`src/weights.hex`:
```
// One 32-bit two's-complement word per line: 15 weights, then the bias, for neurons 0 to 3.
00000C80
FFFFF600
00000640
000012C0
FFFFFB00
00000960
FFFFF060
00000320
00000A00
FFFFFCE0
00001000
FFFFF9C0
000007D0
00000190
FFFFF380
00030000
FFFFF830
00000BB8
000005DC
FFFFFA24
00000FA0
000002EE
FFFFF448
00000DAC
000003E8
FFFFFE0C
000009C4
00001388
FFFFF63C
00000708
000004B0
FFFF0000
00000100
00000200
00000300
00000400
00000500
00000600
00000700
00000800
00000900
00000A00
00000B00
00000C00
00000D00
00000E00
00000F00
00002000
FFFFF000
FFFFF800
00002000
FFFFFC00
00001800
FFFFE000
00000800
FFFFF400
00001400
FFFFEC00
00000C00
FFFFF000
00002400
FFFFFF00
00000400
10004000
```
`src/design/nnPkg.sv`:
```
package nnPkg;

	// Datapath width for weights, activations and the accumulator.
	localparam int WORD_BITS = 32;

	// Activations feeding each neuron.
	localparam int IN_COUNT = 15;

	// One row per neuron: the weights, then the bias word.
	localparam int ROW_WORDS = IN_COUNT + 1;

	// Wide enough to count a full row, bias slot included.
	localparam int IN_IDX_BITS = 4;

	// Fixed-point output slice taken from the sum.
	localparam int FRAC_BITS = 13;
	localparam int OUT_BITS = 16;

endpackage

```
`src/design/weightRom.sv`:
```
`timescale 1ns/1ns

module weightRom
#(
	parameter int NEURONS = 4,
	localparam int ADDR_BITS = $clog2(NEURONS * nnPkg::ROW_WORDS)
)
(
	input logic clk,
	input logic [ADDR_BITS-1:0] addr,
	output logic [nnPkg::WORD_BITS-1:0] data
);

	import nnPkg::*;

	localparam int DEPTH = NEURONS * ROW_WORDS;

	// Row n holds neuron n's weights followed by its bias.
	logic [WORD_BITS-1:0] mem [DEPTH];

	initial
	begin
		$readmemh("/design/src/weights.hex", mem);
	end

	always_ff @(posedge clk)
	begin
		data <= mem[addr]; // One cycle read latency.
	end

endmodule

```
`src/design/weightArbiter.sv`:
```
`timescale 1ns/1ns

module weightArbiter
#(
	parameter int NEURONS = 4,
	localparam int ADDR_BITS = $clog2(NEURONS * nnPkg::ROW_WORDS),
	localparam int PTR_BITS = (NEURONS > 1) ? $clog2(NEURONS) : 1
)
(
	input logic clk,
	input logic reset,
	input logic [NEURONS-1:0] reqValid,
	input logic [NEURONS-1:0][ADDR_BITS-1:0] reqAddr,
	output logic [NEURONS-1:0] grant,
	output logic [ADDR_BITS-1:0] memAddr,
	input logic [nnPkg::WORD_BITS-1:0] memData,
	output logic [NEURONS-1:0] rdValid,
	output logic [nnPkg::WORD_BITS-1:0] rdData
);

	logic [PTR_BITS-1:0] ptr; // Highest priority requester this cycle.
	logic [PTR_BITS-1:0] grantIdx;
	logic found;

	always_comb
	begin
		int idx;
		grant = '0;
		grantIdx = ptr;
		found = 1'b0;
		for (int i = 0; i < NEURONS; i++)
		begin
			idx = int'(ptr) + i;
			if (idx >= NEURONS)
				idx = idx - NEURONS;
			if (!found && reqValid[idx])
			begin
				found = 1'b1;
				grantIdx = PTR_BITS'(idx);
			end
		end
		if (found)
			grant[grantIdx] = 1'b1;
	end

	assign memAddr = reqAddr[grantIdx];
	assign rdData = memData; // Shared return bus.

	always_ff @(posedge clk)
	begin
		if (reset)
		begin
			ptr <= '0;
			rdValid <= '0;
		end
		else
		begin
			rdValid <= grant; // Lines up with the memory latency.
			if (found)
				ptr <= (grantIdx == PTR_BITS'(NEURONS - 1)) ? '0 : grantIdx + 1'b1;
		end
	end

	grantOneHot: assert property (@(posedge clk) disable iff (reset) $onehot0(grant))
		else $error("Arbiter granted more than one neuron");

	grantHasRequest: assert property (@(posedge clk) disable iff (reset)
		(grant & ~reqValid) == '0)
		else $error("Grant to a neuron without a request");

endmodule

```
`src/design/activationBuffer.sv`:
```
`timescale 1ns/1ns

module activationBuffer
#(
	parameter int NEURONS = 4
)
(
	input logic clk,
	input logic reset,
	input logic inWrite,
	input logic [nnPkg::IN_IDX_BITS-1:0] inIndex,
	input logic [nnPkg::WORD_BITS-1:0] inData,
	input logic [NEURONS-1:0][nnPkg::IN_IDX_BITS-1:0] actIndex,
	output logic [NEURONS-1:0][nnPkg::WORD_BITS-1:0] actData
);

	import nnPkg::*;

	logic [WORD_BITS-1:0] regs [IN_COUNT];

	always_ff @(posedge clk)
	begin
		if (reset)
		begin
			for (int i = 0; i < IN_COUNT; i++)
				regs[i] <= '0;
		end
		else if (inWrite)
			regs[inIndex] <= inData;
	end

	// Index 15 is the bias slot, so it reads as zero.
	always_comb
	begin
		for (int n = 0; n < NEURONS; n++)
		begin
			if (actIndex[n] < IN_IDX_BITS'(IN_COUNT))
				actData[n] = regs[actIndex[n]];
			else
				actData[n] = '0;
		end
	end

	indexInRange: assert property (@(posedge clk) disable iff (reset)
		inWrite |-> inIndex < IN_IDX_BITS'(IN_COUNT))
		else $error("Activation write index out of range");

endmodule

```
`src/design/neuronMac.sv`:
```
`timescale 1ns/1ns

module neuronMac
#(
	parameter int ADDR_BITS = 6,
	parameter int ROW_BASE = 0
)
(
	input logic clk,
	input logic reset,
	input logic start,
	output logic reqValid,
	output logic [ADDR_BITS-1:0] reqAddr,
	input logic grant,
	input logic rdValid,
	input logic [nnPkg::WORD_BITS-1:0] rdData,
	output logic [nnPkg::IN_IDX_BITS-1:0] actIndex,
	input logic [nnPkg::WORD_BITS-1:0] actData,
	output logic done,
	output logic [nnPkg::OUT_BITS-1:0] result
);

	import nnPkg::*;

	localparam logic [ADDR_BITS-1:0] BASE_ADDR = ADDR_BITS'(ROW_BASE);
	localparam logic [IN_IDX_BITS-1:0] BIAS_SLOT = IN_IDX_BITS'(ROW_WORDS - 1);

	logic busy;
	logic [IN_IDX_BITS:0] reqCnt; // Reaches ROW_WORDS once all are issued.
	logic [IN_IDX_BITS-1:0] retCnt;
	logic [WORD_BITS-1:0] acc;
	logic [WORD_BITS-1:0] product;
	logic [WORD_BITS-1:0] addend;
	logic [WORD_BITS-1:0] sum;
	logic [OUT_BITS-1:0] reluOut;
	logic lastReturn;

	// Requests stay put until granted.
	assign reqValid = busy && (reqCnt < (IN_IDX_BITS + 1)'(ROW_WORDS));
	assign reqAddr = BASE_ADDR + ADDR_BITS'(reqCnt[IN_IDX_BITS-1:0]);

	// Returns come back in order, so the return count selects the activation.
	assign actIndex = retCnt;

	assign product = rdData * actData; // Truncated to 32 bits.
	assign addend = (retCnt == BIAS_SLOT) ? rdData : product;
	assign sum = acc + addend;
	assign lastReturn = rdValid && (retCnt == BIAS_SLOT);

	// Negative sums clamp to zero.
	always_comb
	begin
		if (sum[WORD_BITS-1])
			reluOut = '0;
		else
			reluOut = sum[FRAC_BITS+OUT_BITS-1:FRAC_BITS];
	end

	always_ff @(posedge clk)
	begin
		if (reset)
		begin
			busy <= 1'b0;
			reqCnt <= '0;
			retCnt <= '0;
			done <= 1'b0;
			result <= '0;
		end
		else
		begin
			done <= 1'b0;
			if (start && !busy)
			begin
				busy <= 1'b1;
				reqCnt <= '0;
				retCnt <= '0;
			end
			else if (busy)
			begin
				if (grant)
					reqCnt <= reqCnt + 1'b1;
				if (rdValid)
					retCnt <= retCnt + 1'b1;
				if (lastReturn)
				begin
					busy <= 1'b0;
					result <= reluOut;
					done <= 1'b1;
				end
			end
		end
	end

	// Accumulator clears on start and adds one term per return.
	always_ff @(posedge clk)
	begin
		if (start && !busy)
			acc <= '0;
		else if (rdValid)
			acc <= sum;
	end

	noStartWhileBusy: assert property (@(posedge clk) disable iff (reset)
		start |-> !busy)
		else $error("Neuron at base %0d started while busy", ROW_BASE);

endmodule

```
`src/design/layerTop.sv`:
```
`timescale 1ns/1ns

module layerTop
#(
	parameter int NEURONS = 4,
	localparam int ADDR_BITS = $clog2(NEURONS * nnPkg::ROW_WORDS)
)
(
	input logic clk,
	input logic reset,
	input logic inWrite,
	input logic [nnPkg::IN_IDX_BITS-1:0] inIndex,
	input logic [nnPkg::WORD_BITS-1:0] inData,
	input logic start,
	output logic layerDone,
	output logic [NEURONS-1:0][nnPkg::OUT_BITS-1:0] result
);

	import nnPkg::*;

	logic [NEURONS-1:0] reqValid;
	logic [NEURONS-1:0][ADDR_BITS-1:0] reqAddr;
	logic [NEURONS-1:0] grant;
	logic [NEURONS-1:0] rdValid;
	logic [WORD_BITS-1:0] rdData;
	logic [ADDR_BITS-1:0] memAddr;
	logic [WORD_BITS-1:0] memData;
	logic [NEURONS-1:0][IN_IDX_BITS-1:0] actIndex;
	logic [NEURONS-1:0][WORD_BITS-1:0] actData;
	logic [NEURONS-1:0] done;
	logic [NEURONS-1:0] finished; // Sticky per-neuron completion.
	logic [NEURONS-1:0] nextFinished;

	assign nextFinished = finished | done;

	always_ff @(posedge clk)
	begin
		if (reset)
		begin
			finished <= '0;
			layerDone <= 1'b0;
		end
		else if (&nextFinished)
		begin
			finished <= '0;
			layerDone <= 1'b1;
		end
		else
		begin
			finished <= nextFinished;
			layerDone <= 1'b0;
		end
	end

	weightRom #(.NEURONS(NEURONS)) rom_i (.clk(clk), .addr(memAddr), .data(memData));

	weightArbiter #(.NEURONS(NEURONS)) arbiter_i
	(
		.clk(clk), .reset(reset),
		.reqValid(reqValid), .reqAddr(reqAddr), .grant(grant),
		.memAddr(memAddr), .memData(memData),
		.rdValid(rdValid), .rdData(rdData)
	);

	activationBuffer #(.NEURONS(NEURONS)) buffer_i
	(
		.clk(clk), .reset(reset),
		.inWrite(inWrite), .inIndex(inIndex), .inData(inData),
		.actIndex(actIndex), .actData(actData)
	);

	for (genvar n = 0; n < NEURONS; n++)
	begin : neuronGen
		neuronMac #(.ADDR_BITS(ADDR_BITS), .ROW_BASE(n * ROW_WORDS)) neuron_i
		(
			.clk(clk), .reset(reset), .start(start),
			.reqValid(reqValid[n]), .reqAddr(reqAddr[n]), .grant(grant[n]),
			.rdValid(rdValid[n]), .rdData(rdData),
			.actIndex(actIndex[n]), .actData(actData[n]),
			.done(done[n]), .result(result[n])
		);
	end

endmodule

```
`config.mk`:
```
export PLATFORM = sky130hd
export DESIGN_NAME = layerTop
export DESIGN_NICKNAME = d
export VERILOG_FILES = /design/src/design/nnPkg.sv /design/src/design/weightRom.sv /design/src/design/weightArbiter.sv /design/src/design/activationBuffer.sv /design/src/design/neuronMac.sv /design/src/design/layerTop.sv
export SDC_FILE = /design/constraint.sdc
export NUM_CORES = 1
export LEC_CHECK = 0
export BUFFER_PORTS_ARGS = -buffer_cell sky130_fd_sc_hd__buf_2
export CAP_MARGIN = 20
export CORE_AREA = 8 8 105 107
export DETAILED_ROUTE_END_ITERATION = 8
export DIE_AREA = 0 0 113 115
export GPL_ROUTABILITY_DRIVEN = 0
export RECOVER_POWER = 50
export REMOVE_ABC_BUFFERS = 1
export SYNTH_ARGS = -nofsm -noshare
export SYNTH_HDL_FRONTEND = slang
export SYNTH_SLANG_ARGS = --single-unit
```
`constraint.sdc`:
```
create_clock -name clk -period 2.5 [get_ports clk]
set_input_delay 0.375 -clock clk [delete_from_list [all_inputs] [get_ports clk]]
set_output_delay 0.375 -clock clk [all_outputs]
set_load 0.1 [all_outputs]
```
==> results of run 1 <==
[repair_timing]
action,in CTS,in global routing
endpoints found under the setup margin,0,5
hold buffers,0,0
gates resized for setup,0,2
[worst max-delay path by stage]
stage | from | to | slack [ns] | depth (start not counted)
6_report | neuronGen[2].neuron_i.reqCnt[4] | neuronGen[1].neuron_i.reqCnt[3] | 0.20 | 9
4_1_cts | neuronGen[0].neuron_i.reqCnt[4] | neuronGen[3].neuron_i.reqCnt[4] | 0.11 | 9
3_5_place_dp | neuronGen[0].neuron_i.reqCnt[4] | neuronGen[3].neuron_i.reqCnt[4] | 0.11 | 9
5_1_grt | neuronGen[2].neuron_i.reqCnt[4] | neuronGen[3].neuron_i.reqCnt[3] | 0.01 | 9
3_3_place_gp | neuronGen[0].neuron_i.reqCnt[4] | neuronGen[3].neuron_i.reqCnt[4] | 0.14 | 9
2_1_floorplan | neuronGen[3].neuron_i.busy | neuronGen[3].neuron_i.reqCnt[3] | 0.06 | 9
[cells in the final DEF, fill, tap and decap left out, drive strengths merged, types with 2 or more instances in the layout]
cell type,count
mux2i,3
ha,12
nand4,4
nor3,5
clkbuf,8
a41o,3
nor4,2
inv,5
o21ai,14
and2b,2
o22ai,2
a21oi,21
nand3,22
nand2b,4
and2,4
nor3b,2
xor2,9
nor2b,5
nand2,17
a21o,2
or3,14
conb,64
or2,3
nor2,39
a41oi,4
a311oi,2
buf,11
xnor2,4
dfxtp,55
[through the flow]
step	setup slack [ns]	instances	hold WS (ns)	util	total power, mW
after detailed placement	0.113	459	0.454	0.306	1.59
after global placement	0.136	459	0.452	0.306	1.59
final	0.198	467	0.414	0.319	2.17
after floorplan	0.0623	332	0.436	-	1.52
after CTS	0.107	467	0.405	0.318	2.20
after global routing	0.0122	467	0.408	0.319	2.27
[layer usage]
layer / GRT usage / vias to the layer above / routed length [um]
li1: - / 1072 / -
met2: 0.134 / 38 / 2340
met5: 0 / - / 0
met4: 0.0213 / 0 / 27
met1: 0.0883 / 960 / 2410
met3: 0.0273 / 2 / 294
[synth_stat cells, types with 3 or more instances]
| master | n |
|---|---|
| a21oi_1 | 21 |
| nor2b_1 | 5 |
| nand2b_1 | 4 |
| nand3_1 | 22 |
| or3_1 | 14 |
| dfxtp_1 | 55 |
| buf_4 | 66 |
| nand2_1 | 17 |
| nor2_1 | 39 |
| ha_1 | 12 |
| inv_1 | 5 |
| a41oi_1 | 3 |
| xnor2_1 | 4 |
| buf_6 | 3 |
| nor3_1 | 5 |
| xor2_1 | 9 |
| or2_2 | 3 |
| mux2i_1 | 3 |
| clkbuf_1 | 6 |
| o21ai_1 | 4 |
| and2_1 | 4 |
| o21ai_0 | 10 |
| nand4_1 | 4 |
[kinds of logic after synthesis]
family | count (synthesis)
other | 1
XOR/XNOR | 13
AND/OR/NAND/NOR | 124
buffers and inverters | 82
flip-flops | 55
AO/OA/AOI/OAI | 55
multiplexers | 4
adder cells (fa/ha/maj) | 12
[flip-flops by register name (all words and copies together), names as in the netlist]
register,cells
neuronGen.neuron_i.actIndex,16
arbiter_i.ptr,2
neuronGen.neuron_i.done,4
finished,4
neuronGen.neuron_i.reqCnt,20
layerDone,1
arbiter_i.rdValid,4
neuronGen.neuron_i.busy,4
[power groups by stage]
stage / Sequential [mW] / Combinational, mW / Clock [mW]
finish: 0.930 / 0.645 / 0.597
global route: 0.935 / 0.681 / 0.657
CTS: 0.929 / 0.644 / 0.626
detailed placement: 0.949 / 0.643 / 0
global placement: 0.949 / 0.640 / 0
floorplan: 0.948 / 0.573 / 0
[critical path, stage by stage, from the launching register on]
cell and delay (ns):
dfxtp_1 0.41, nand2b_1 0.20, nor2_1 0.09, o21a_1 0.22, nor3_1 0.30, ha_1 0.23, nand2_1 0.08, a41o_1 0.24
or3_1 0.35, a21oi_1 0.14
[final cells by class]
cell class | instances | area (um2) | share of cell area
clock buffer | 6 | 82.6 | 0.0274
clock inverter | 2 | 35.0 | 0.0116
inverter | 5 | 18.8 | 0.00623
multi-input combinational | 272 | 1550 | 0.515
sequential | 55 | 1100 | 0.365
tap | 114 | 143 | 0.0473
timing repair buffer | 13 | 82.6 | 0.0274
==> out/results.tsv, run 1 <==
metric	value	unit
status	complete, no violations	
Warnings, synthesis	0	
drt initial violations	76	
FF-to-FF Start	neuronGen[2].neuron_i.reqCnt[4]	
CTS Buffer Depth	2	
core box area	0.00946	mm2
crit-path max FO	5	
Max-Cap Viols	0	
Most used DFF post-synth	dfxtp_1	
Sw Share	0.393	
CTS sink count	55	
Critical Path End Type	flop	
async set or reset register ratio after synthesis	0	
Tmin final	2.30	ns
WL final	5070	um
DR WL/cell	10.8	um
vias in the first global route	1902	
Reg2Reg Setup Slack	0.20	ns
ranking of synthesized cells by area	dfxtp_1 (37%), buf_4 (17%), ha_1 (5.0%)	
Setup-failing EPs final	0	
Max Slew Vio Count	0	
Worst-Skew Late Latency	0.30	ns
Port Buf Inserts	3	
Synth Area in Adders	0.0503	
Via density	4.44	
Residual DRC	0	
post-synthesis mux area share	0.0138	
Sw Pwr	0.853	mW
Setup Total Neg Slack	0	ns
Final Cycle Share	0.921	
Num CTS Buffers	5	
worst-case clock skew	0.00911	ns
VDD IR max	314	uV
Internal	1.32	mW
FILL cells	1001	
layout cells sized above 1	0.0737	
Hold Violations, Final	0	
Yosys cell types	44	
CP Launch Type	flop	
Site Rows	36	
Die ar.	0.0130	mm2
final instance area	0.00301	mm2
Setup Fix Bufs, Post-CTS	0	
Post-synth EDFFs	0	
initial antenna violation count	0	
Crit Path Class	flop to flop	
grt total ovfl	0	
area fraction in compound gates after synthesis	0.124	
sequential share of the synthesized area	0.369	
hold crit path type	input port to flop	
Final #Nets	404	
CTS tree	built	
synthesized area	0.00299	mm2
leakage	1.18	nW
P&R area growth vs syn	0.922	%
Post-Synth XOR/XNOR Area	0.0381	
clock-pin slew on the worst setup and hold paths	0.09	ns
hpwl dp	3960	um
Hold Path Sink	neuronGen[1].neuron_i.busy	
area leader, netlist	dfxtp_1	
Synth Register Bits	55	
Post-DP Area	0.00289	mm2
reg2reg end	neuronGen[1].neuron_i.reqCnt[3]	
Syn Area/Cell	8.63	um2
Seq pwr share	0.428	
# diodes	0	
Slew HR	0.638	
CTS Root Cell	clkbuf_8	
min-delay src	start	
global-route wire length before repair	8340	um
CTS H-tree depth	2	
Post-Synthesis Cells	346	
Worst Reg-to-Reg Cells	9	
CP required	2.74	ns
top cell type's share of synthesized area	0.369	
largest net degree at the start of global routing	19	
IO Pins	105	
Die H	115	um
TritonRoute pass-1 iters	4	
GRT Util Overall	0.0773	
largest family of logic cells by synthesized area	simple AND/OR/NAND/NOR gates	
Clk pwr share	0.275	
actual slew at the worst max-slew pin	0.539	ns
Max Clk Rate	0.434	GHz
Initial Util	0.316	
Synth Area in Simple Gates	0.209	
Chip Width	113	um
PwrDens	721	mW/mm2
RSZ-0062 raised after global routing	no	
vias	2072	
CP arrival	2.54	ns
Comb pwr share	0.297	
final antenna-violating net count	0	
Hold Crit Depth	3	
Note: power is estimated with default switching activity, not from simulation.
==> run 2: changes to the inputs <==
--- a/config.mk
+++ b/config.mk
@@ -11,7 +11,6 @@
 export DETAILED_ROUTE_END_ITERATION = 8
 export DIE_AREA = 0 0 113 115
 export GPL_ROUTABILITY_DRIVEN = 0
-export RECOVER_POWER = 50
 export REMOVE_ABC_BUFFERS = 1
 export SYNTH_ARGS = -nofsm -noshare
 export SYNTH_HDL_FRONTEND = slang
==> out/results.tsv, run 2 (same netlist as run 1, synthesis figures left out) <==
metric	value	unit
Non-Filler Instances	467	
VDD IR max	314	uV
Die ar.	0.0130	mm2
leakage	1.19	nW
total placed cells including tap cells	459	
Via density	4.43	
min setup slack post-route	0.198	ns
Hold Violations, Final	0	
layout cells sized above 1	0.0850	
status	complete, no violations	
GRT Util Overall	0.0773	
largest net degree at the start of global routing	19	
PwrDens	720	mW/mm2
hpwl dp	3960	um
hold crit path type	input port to flop	
max reg flops	20	
CP arrival	2.54	ns
Initial Util	0.316	
DR WL/cell	10.8	um
Slew HR	0.657	
CP required	2.74	ns
global-route wire length before repair	8340	um
IO Pins	105	
RSZ-0062 raised after global routing	no	
Core Util, Final	0.319	
vias in the first global route	1902	
P&R area growth vs syn	1.17	%
min-delay src	start	
Final #Nets	404	
drt initial violations	77	
# diodes	0	
commonest non-fill, non-tap cell in the layout	conb_1	
Site Rows	36	
initial antenna violation count	0	
clock-pin slew on the worst setup and hold paths	0.09	ns
CTS sink count	55	
Worst-Skew Late Latency	0.30	ns
Max Slew Vio Count	0	
worst-case clock skew	0.00904	ns
actual slew at the worst max-slew pin	0.511	ns
Tmin final	2.30	ns
Worst Reg-to-Reg Cells	9	
Die H	115	um
Final Cycle Share	0.921	
CTS Buffer Depth	2	
WL final	5050	um
worst slack, placed	0.113	ns
vias	2071	
FF-to-FF Start	neuronGen[2].neuron_i.reqCnt[4]	
CTS tree	built	
CTS H-tree depth	2	
Chip Width	113	um
Max-Cap Viols	0	
commonest cells after routing, fill and taps aside	conb_1 (64), dfxtp_1 (55), nor2_1 (39)	
CTS Root Cell	clkbuf_8	
Setup-failing EPs final	0	
core box area	0.00946	mm2
crit-path max FO	5	
CP Launch Point	neuronGen[2].neuron_i.reqCnt[4]	
grt total ovfl	0	
CP Launch Type	flop	
Critical Path End Type	flop	
Setup Total Neg Slack	0	ns
Num CTS Buffers	5	
hold buffers post-CTS	0	
Port Buf Inserts	3	
Hold Crit Depth	3	
Residual DRC	0	
Most flops, register	neuronGen.neuron_i.reqCnt	
final antenna-violating net count	0	
TritonRoute pass-1 iters	4	
Max Clk Rate	0.434	GHz
Crit Path Class	flop to flop	
-- run 2: changes by cell type in the layout (fill, tap and decap cells not counted), sizes merged --
| cell | delta |
|---|---|
| buf | +2 |
| clkbuf | -2 |
-- run 2: worst paths after layout --
kind              slack [ns]                               to
setup / recovery        0.20  neuronGen[1].neuron_i.reqCnt[3]
hold / removal          0.41       neuronGen[1].neuron_i.busy
setup reg to reg        0.20  neuronGen[1].neuron_i.reqCnt[3]
hold reg to reg         0.47                      finished[0]
-- run 2: where the power goes --
group          switching, mW  leakage, nW  internal, mW
logic                  0.551        0.684        0.0965
clock network          0.273       0.0612         0.324
registers             0.0282        0.445         0.902
-- run 2: repair_timing --
item,4_1_cts,5_1_grt
resized for setup,0,2
endpoints found under the setup margin,0,5
buffers inserted,0,0
-- run 2: per-stage QoR --
step	hold WS [ns]	power, mW	instance area [um2]
final	0.413	2.17	3020
after floorplan	0.436	1.52	2660
after global placement	0.452	1.59	2890
after detailed placement	0.454	1.59	2890
after CTS	0.405	2.20	3010
after global routing	0.407	2.28	3020
-- run 2: critical path: stages (launching register included) --
cell and delay, ns:
dfxtp_1 0.41, nand2b_1 0.20, nor2_1 0.09, o21a_1 0.22, nor3_1 0.30, ha_1 0.23, nand2_1 0.08, a41o_1 0.24
or3_1 0.35, a21oi_1 0.14
-- run 2: final cells by class --
cell class	instances	area, um2
Fill cell	1000	6440
Clock inverter	2	35.0
Inverter	5	18.8
Multi-Input combinational cell	272	1550
Timing Repair Buffer	13	90.1
Clock buffer	6	82.6
Tap cell	114	143
Sequential cell	55	1100
-- run 2: metal layers --
| metal | track usage | vias to the layer above | share of wire |
|---|---|---|---|
| li1 | - | 1070 | - |
| met1 | 0.0883 | 959 | 0.47 |
| met2 | 0.134 | 40 | 0.46 |
| met3 | 0.0273 | 2 | 0.060 |
| met4 | 0.0213 | 0 | 0.0053 |
| met5 | 0 | - | 0 |
==> run 3: changes to the inputs <==
--- a/config.mk
+++ b/config.mk
@@ -12,6 +12,7 @@
 export DIE_AREA = 0 0 113 115
 export GPL_ROUTABILITY_DRIVEN = 0
 export REMOVE_ABC_BUFFERS = 1
+export SETUP_SLACK_MARGIN = 0.4
 export SYNTH_ARGS = -nofsm -noshare
 export SYNTH_HDL_FRONTEND = slang
 export SYNTH_SLANG_ARGS = --single-unit
==> out/results.tsv, run 3 (same netlist as run 1, synthesis figures left out) <==
metric	value	unit
CP Launch Type	flop	
Port Buf Inserts	3	
Reg2Reg Setup Slack	0.32	ns
Final Cycle Share	0.870	
Chip Width	113	um
Crit Path Class	flop to flop	
FILL cells	976	
total placed cells including tap cells	459	
actual slew at the worst max-slew pin	0.542	ns
Slew HR	0.636	
Final #Nets	422	
CTS sink count	55	
Residual DRC	0	
RSZ-0062 raised after global routing	yes	
Post-DP Area	0.00289	mm2
hold crit path type	input port to flop	
status	complete, no violations	
CP Launch Point	neuronGen[1].neuron_i.reqCnt[4]	
CTS Root Cell	clkbuf_8	
Worst Reg-to-Reg Cells	8	
Setup-failing EPs final	0	
Worst-Skew Late Latency	0.31	ns
Most flops, register	neuronGen.neuron_i.reqCnt	
vias	2184	
layout cells sized above 1	0.221	
FF-to-FF Start	neuronGen[1].neuron_i.reqCnt[4]	
initial antenna violation count	0	
Max Clk Rate	0.460	GHz
largest net degree at the start of global routing	19	
Num CTS Buffers	5	
CP Depth	8	
drt initial violations	69	
commonest non-fill, non-tap cell in the layout	conb_1	
WL final	5680	um
crit-path max FO	6	
PwrDens	686	mW/mm2
global-route wire length before repair	8940	um
reg2reg end	neuronGen[2].neuron_i.reqCnt[4]	
Hold Violations, Final	0	
CP arrival	2.42	ns
TritonRoute pass-1 iters	4	
final antenna-violating net count	0	
leakage	1.31	nW
CTS H-tree depth	2	
Worst path slowest cell	dfxtp_2	
Tmin final	2.18	ns
Setup Total Neg Slack	0	ns
worst-case clock skew	0.00789	ns
hpwl dp	3960	um
Max Slew Vio Count	0	
vias in the first global route	2070	
max reg flops	20	
Critical Path Sink	neuronGen[2].neuron_i.reqCnt[4]	
commonest cells after routing, fill and taps aside	conb_1 (64), dfxtp_1 (47), nor2_1 (36)	
Site Rows	36	
CTS Buffer Depth	2	
VDD IR max	325	uV
grt total ovfl	0	
P&R area growth vs syn	12.0	%
# diodes	0	
GRT Util Overall	0.0824	
CTS tree	built	
Core Util, Final	0.353	
Die ar.	0.0130	mm2
CP required	2.75	ns
IO Pins	105	
DR WL/cell	11.7	um
Max-Cap Viols	0	
Initial Util	0.316	
Worst Path Buf+Inv	0	
core box area	0.00946	mm2
final instance area	0.00334	mm2
CP max stage delay	0.36	ns
Via density	4.50	
Critical Path End Type	flop	
Non-Filler Instances	485	
CP Cell Sequence	and2b_4 -> a311oi_4 -> or3_4 -> ha_2 -> nand2_1 -> a41o_4 -> or3_1 -> a21oi_1	
Worst path top cell family by delay	simple AND/OR/NAND/NOR gates	
clock-pin slew on the worst setup and hold paths	0.09	ns
hold buffers post-CTS	0	
Die H	115	um
-- run 3: repair_timing --
item,in CTS,in global routing
gates resized for setup,33,17
setup endpoints to repair,19,17
setup buffers,13,5
pin swaps,11,10
-- run 3: power by group --
group | total, mW | internal (mW) | switching (mW) | leakage (nW)
Sequential | 0.938 | 0.900 | 0.0381 | 0.449
Clock | 0.605 | 0.324 | 0.281 | 0.0612
Combinational | 0.750 | 0.161 | 0.590 | 0.799
-- run 3: how the worst min path moves through the flow --
stage / start / endpoint / slack (ns) / depth (start not counted)
3_5_place_dp: finished[0] / finished[0] / 0.45 / 2
5_1_grt: start / neuronGen[1].neuron_i.busy / 0.40 / 3
3_3_place_gp: finished[1] / finished[1] / 0.45 / 2
2_1_floorplan: finished[0] / finished[0] / 0.44 / 2
4_1_cts: start / neuronGen[1].neuron_i.busy / 0.40 / 3
6_report: start / neuronGen[1].neuron_i.busy / 0.40 / 3
-- run 3: final cells by class --
| class | instances | area, um2 | area share |
|---|---|---|---|
| Timing Repair Buffer | 31 | 249 | 0.0745 |
| Inverter | 5 | 18.8 | 0.00561 |
| Clock inverter | 2 | 35.0 | 0.0105 |
| Clock buffer | 6 | 82.6 | 0.0247 |
| Sequential cell | 55 | 1120 | 0.335 |
| Tap cell | 114 | 143 | 0.0427 |
| Multi-Input combinational cell | 272 | 1700 | 0.507 |
-- run 3: routing by layer --
metal | wire (um) | share of wire | global-route usage | vias to the layer above
met5 | 0 | 0 | 0 | -
li1 | - | - | - | 1107
met1 | 2510 | 0.44 | 0.0911 | 1018
met3 | 368 | 0.065 | 0.0278 | 10
met2 | 2710 | 0.48 | 0.148 | 49
met4 | 93 | 0.016 | 0.0213 | 0
-- run 3: per-stage QoR --
step / setup WS [ns] / hold slack (ns) / power [mW]
3_3_place_gp: 0.136 / 0.452 / 1.59
6_report: 0.324 / 0.401 / 2.29
4_1_cts: 0.401 / 0.397 / 2.26
5_1_grt: 0.222 / 0.402 / 2.39
2_1_floorplan: 0.0623 / 0.436 / 1.52
3_5_place_dp: 0.113 / 0.454 / 1.59
-- run 3: tightest hold or removal path, stage by stage --
cell and delay, ns:
buf_2 0.16, nor2_1 0.10, nor3_1 0.05
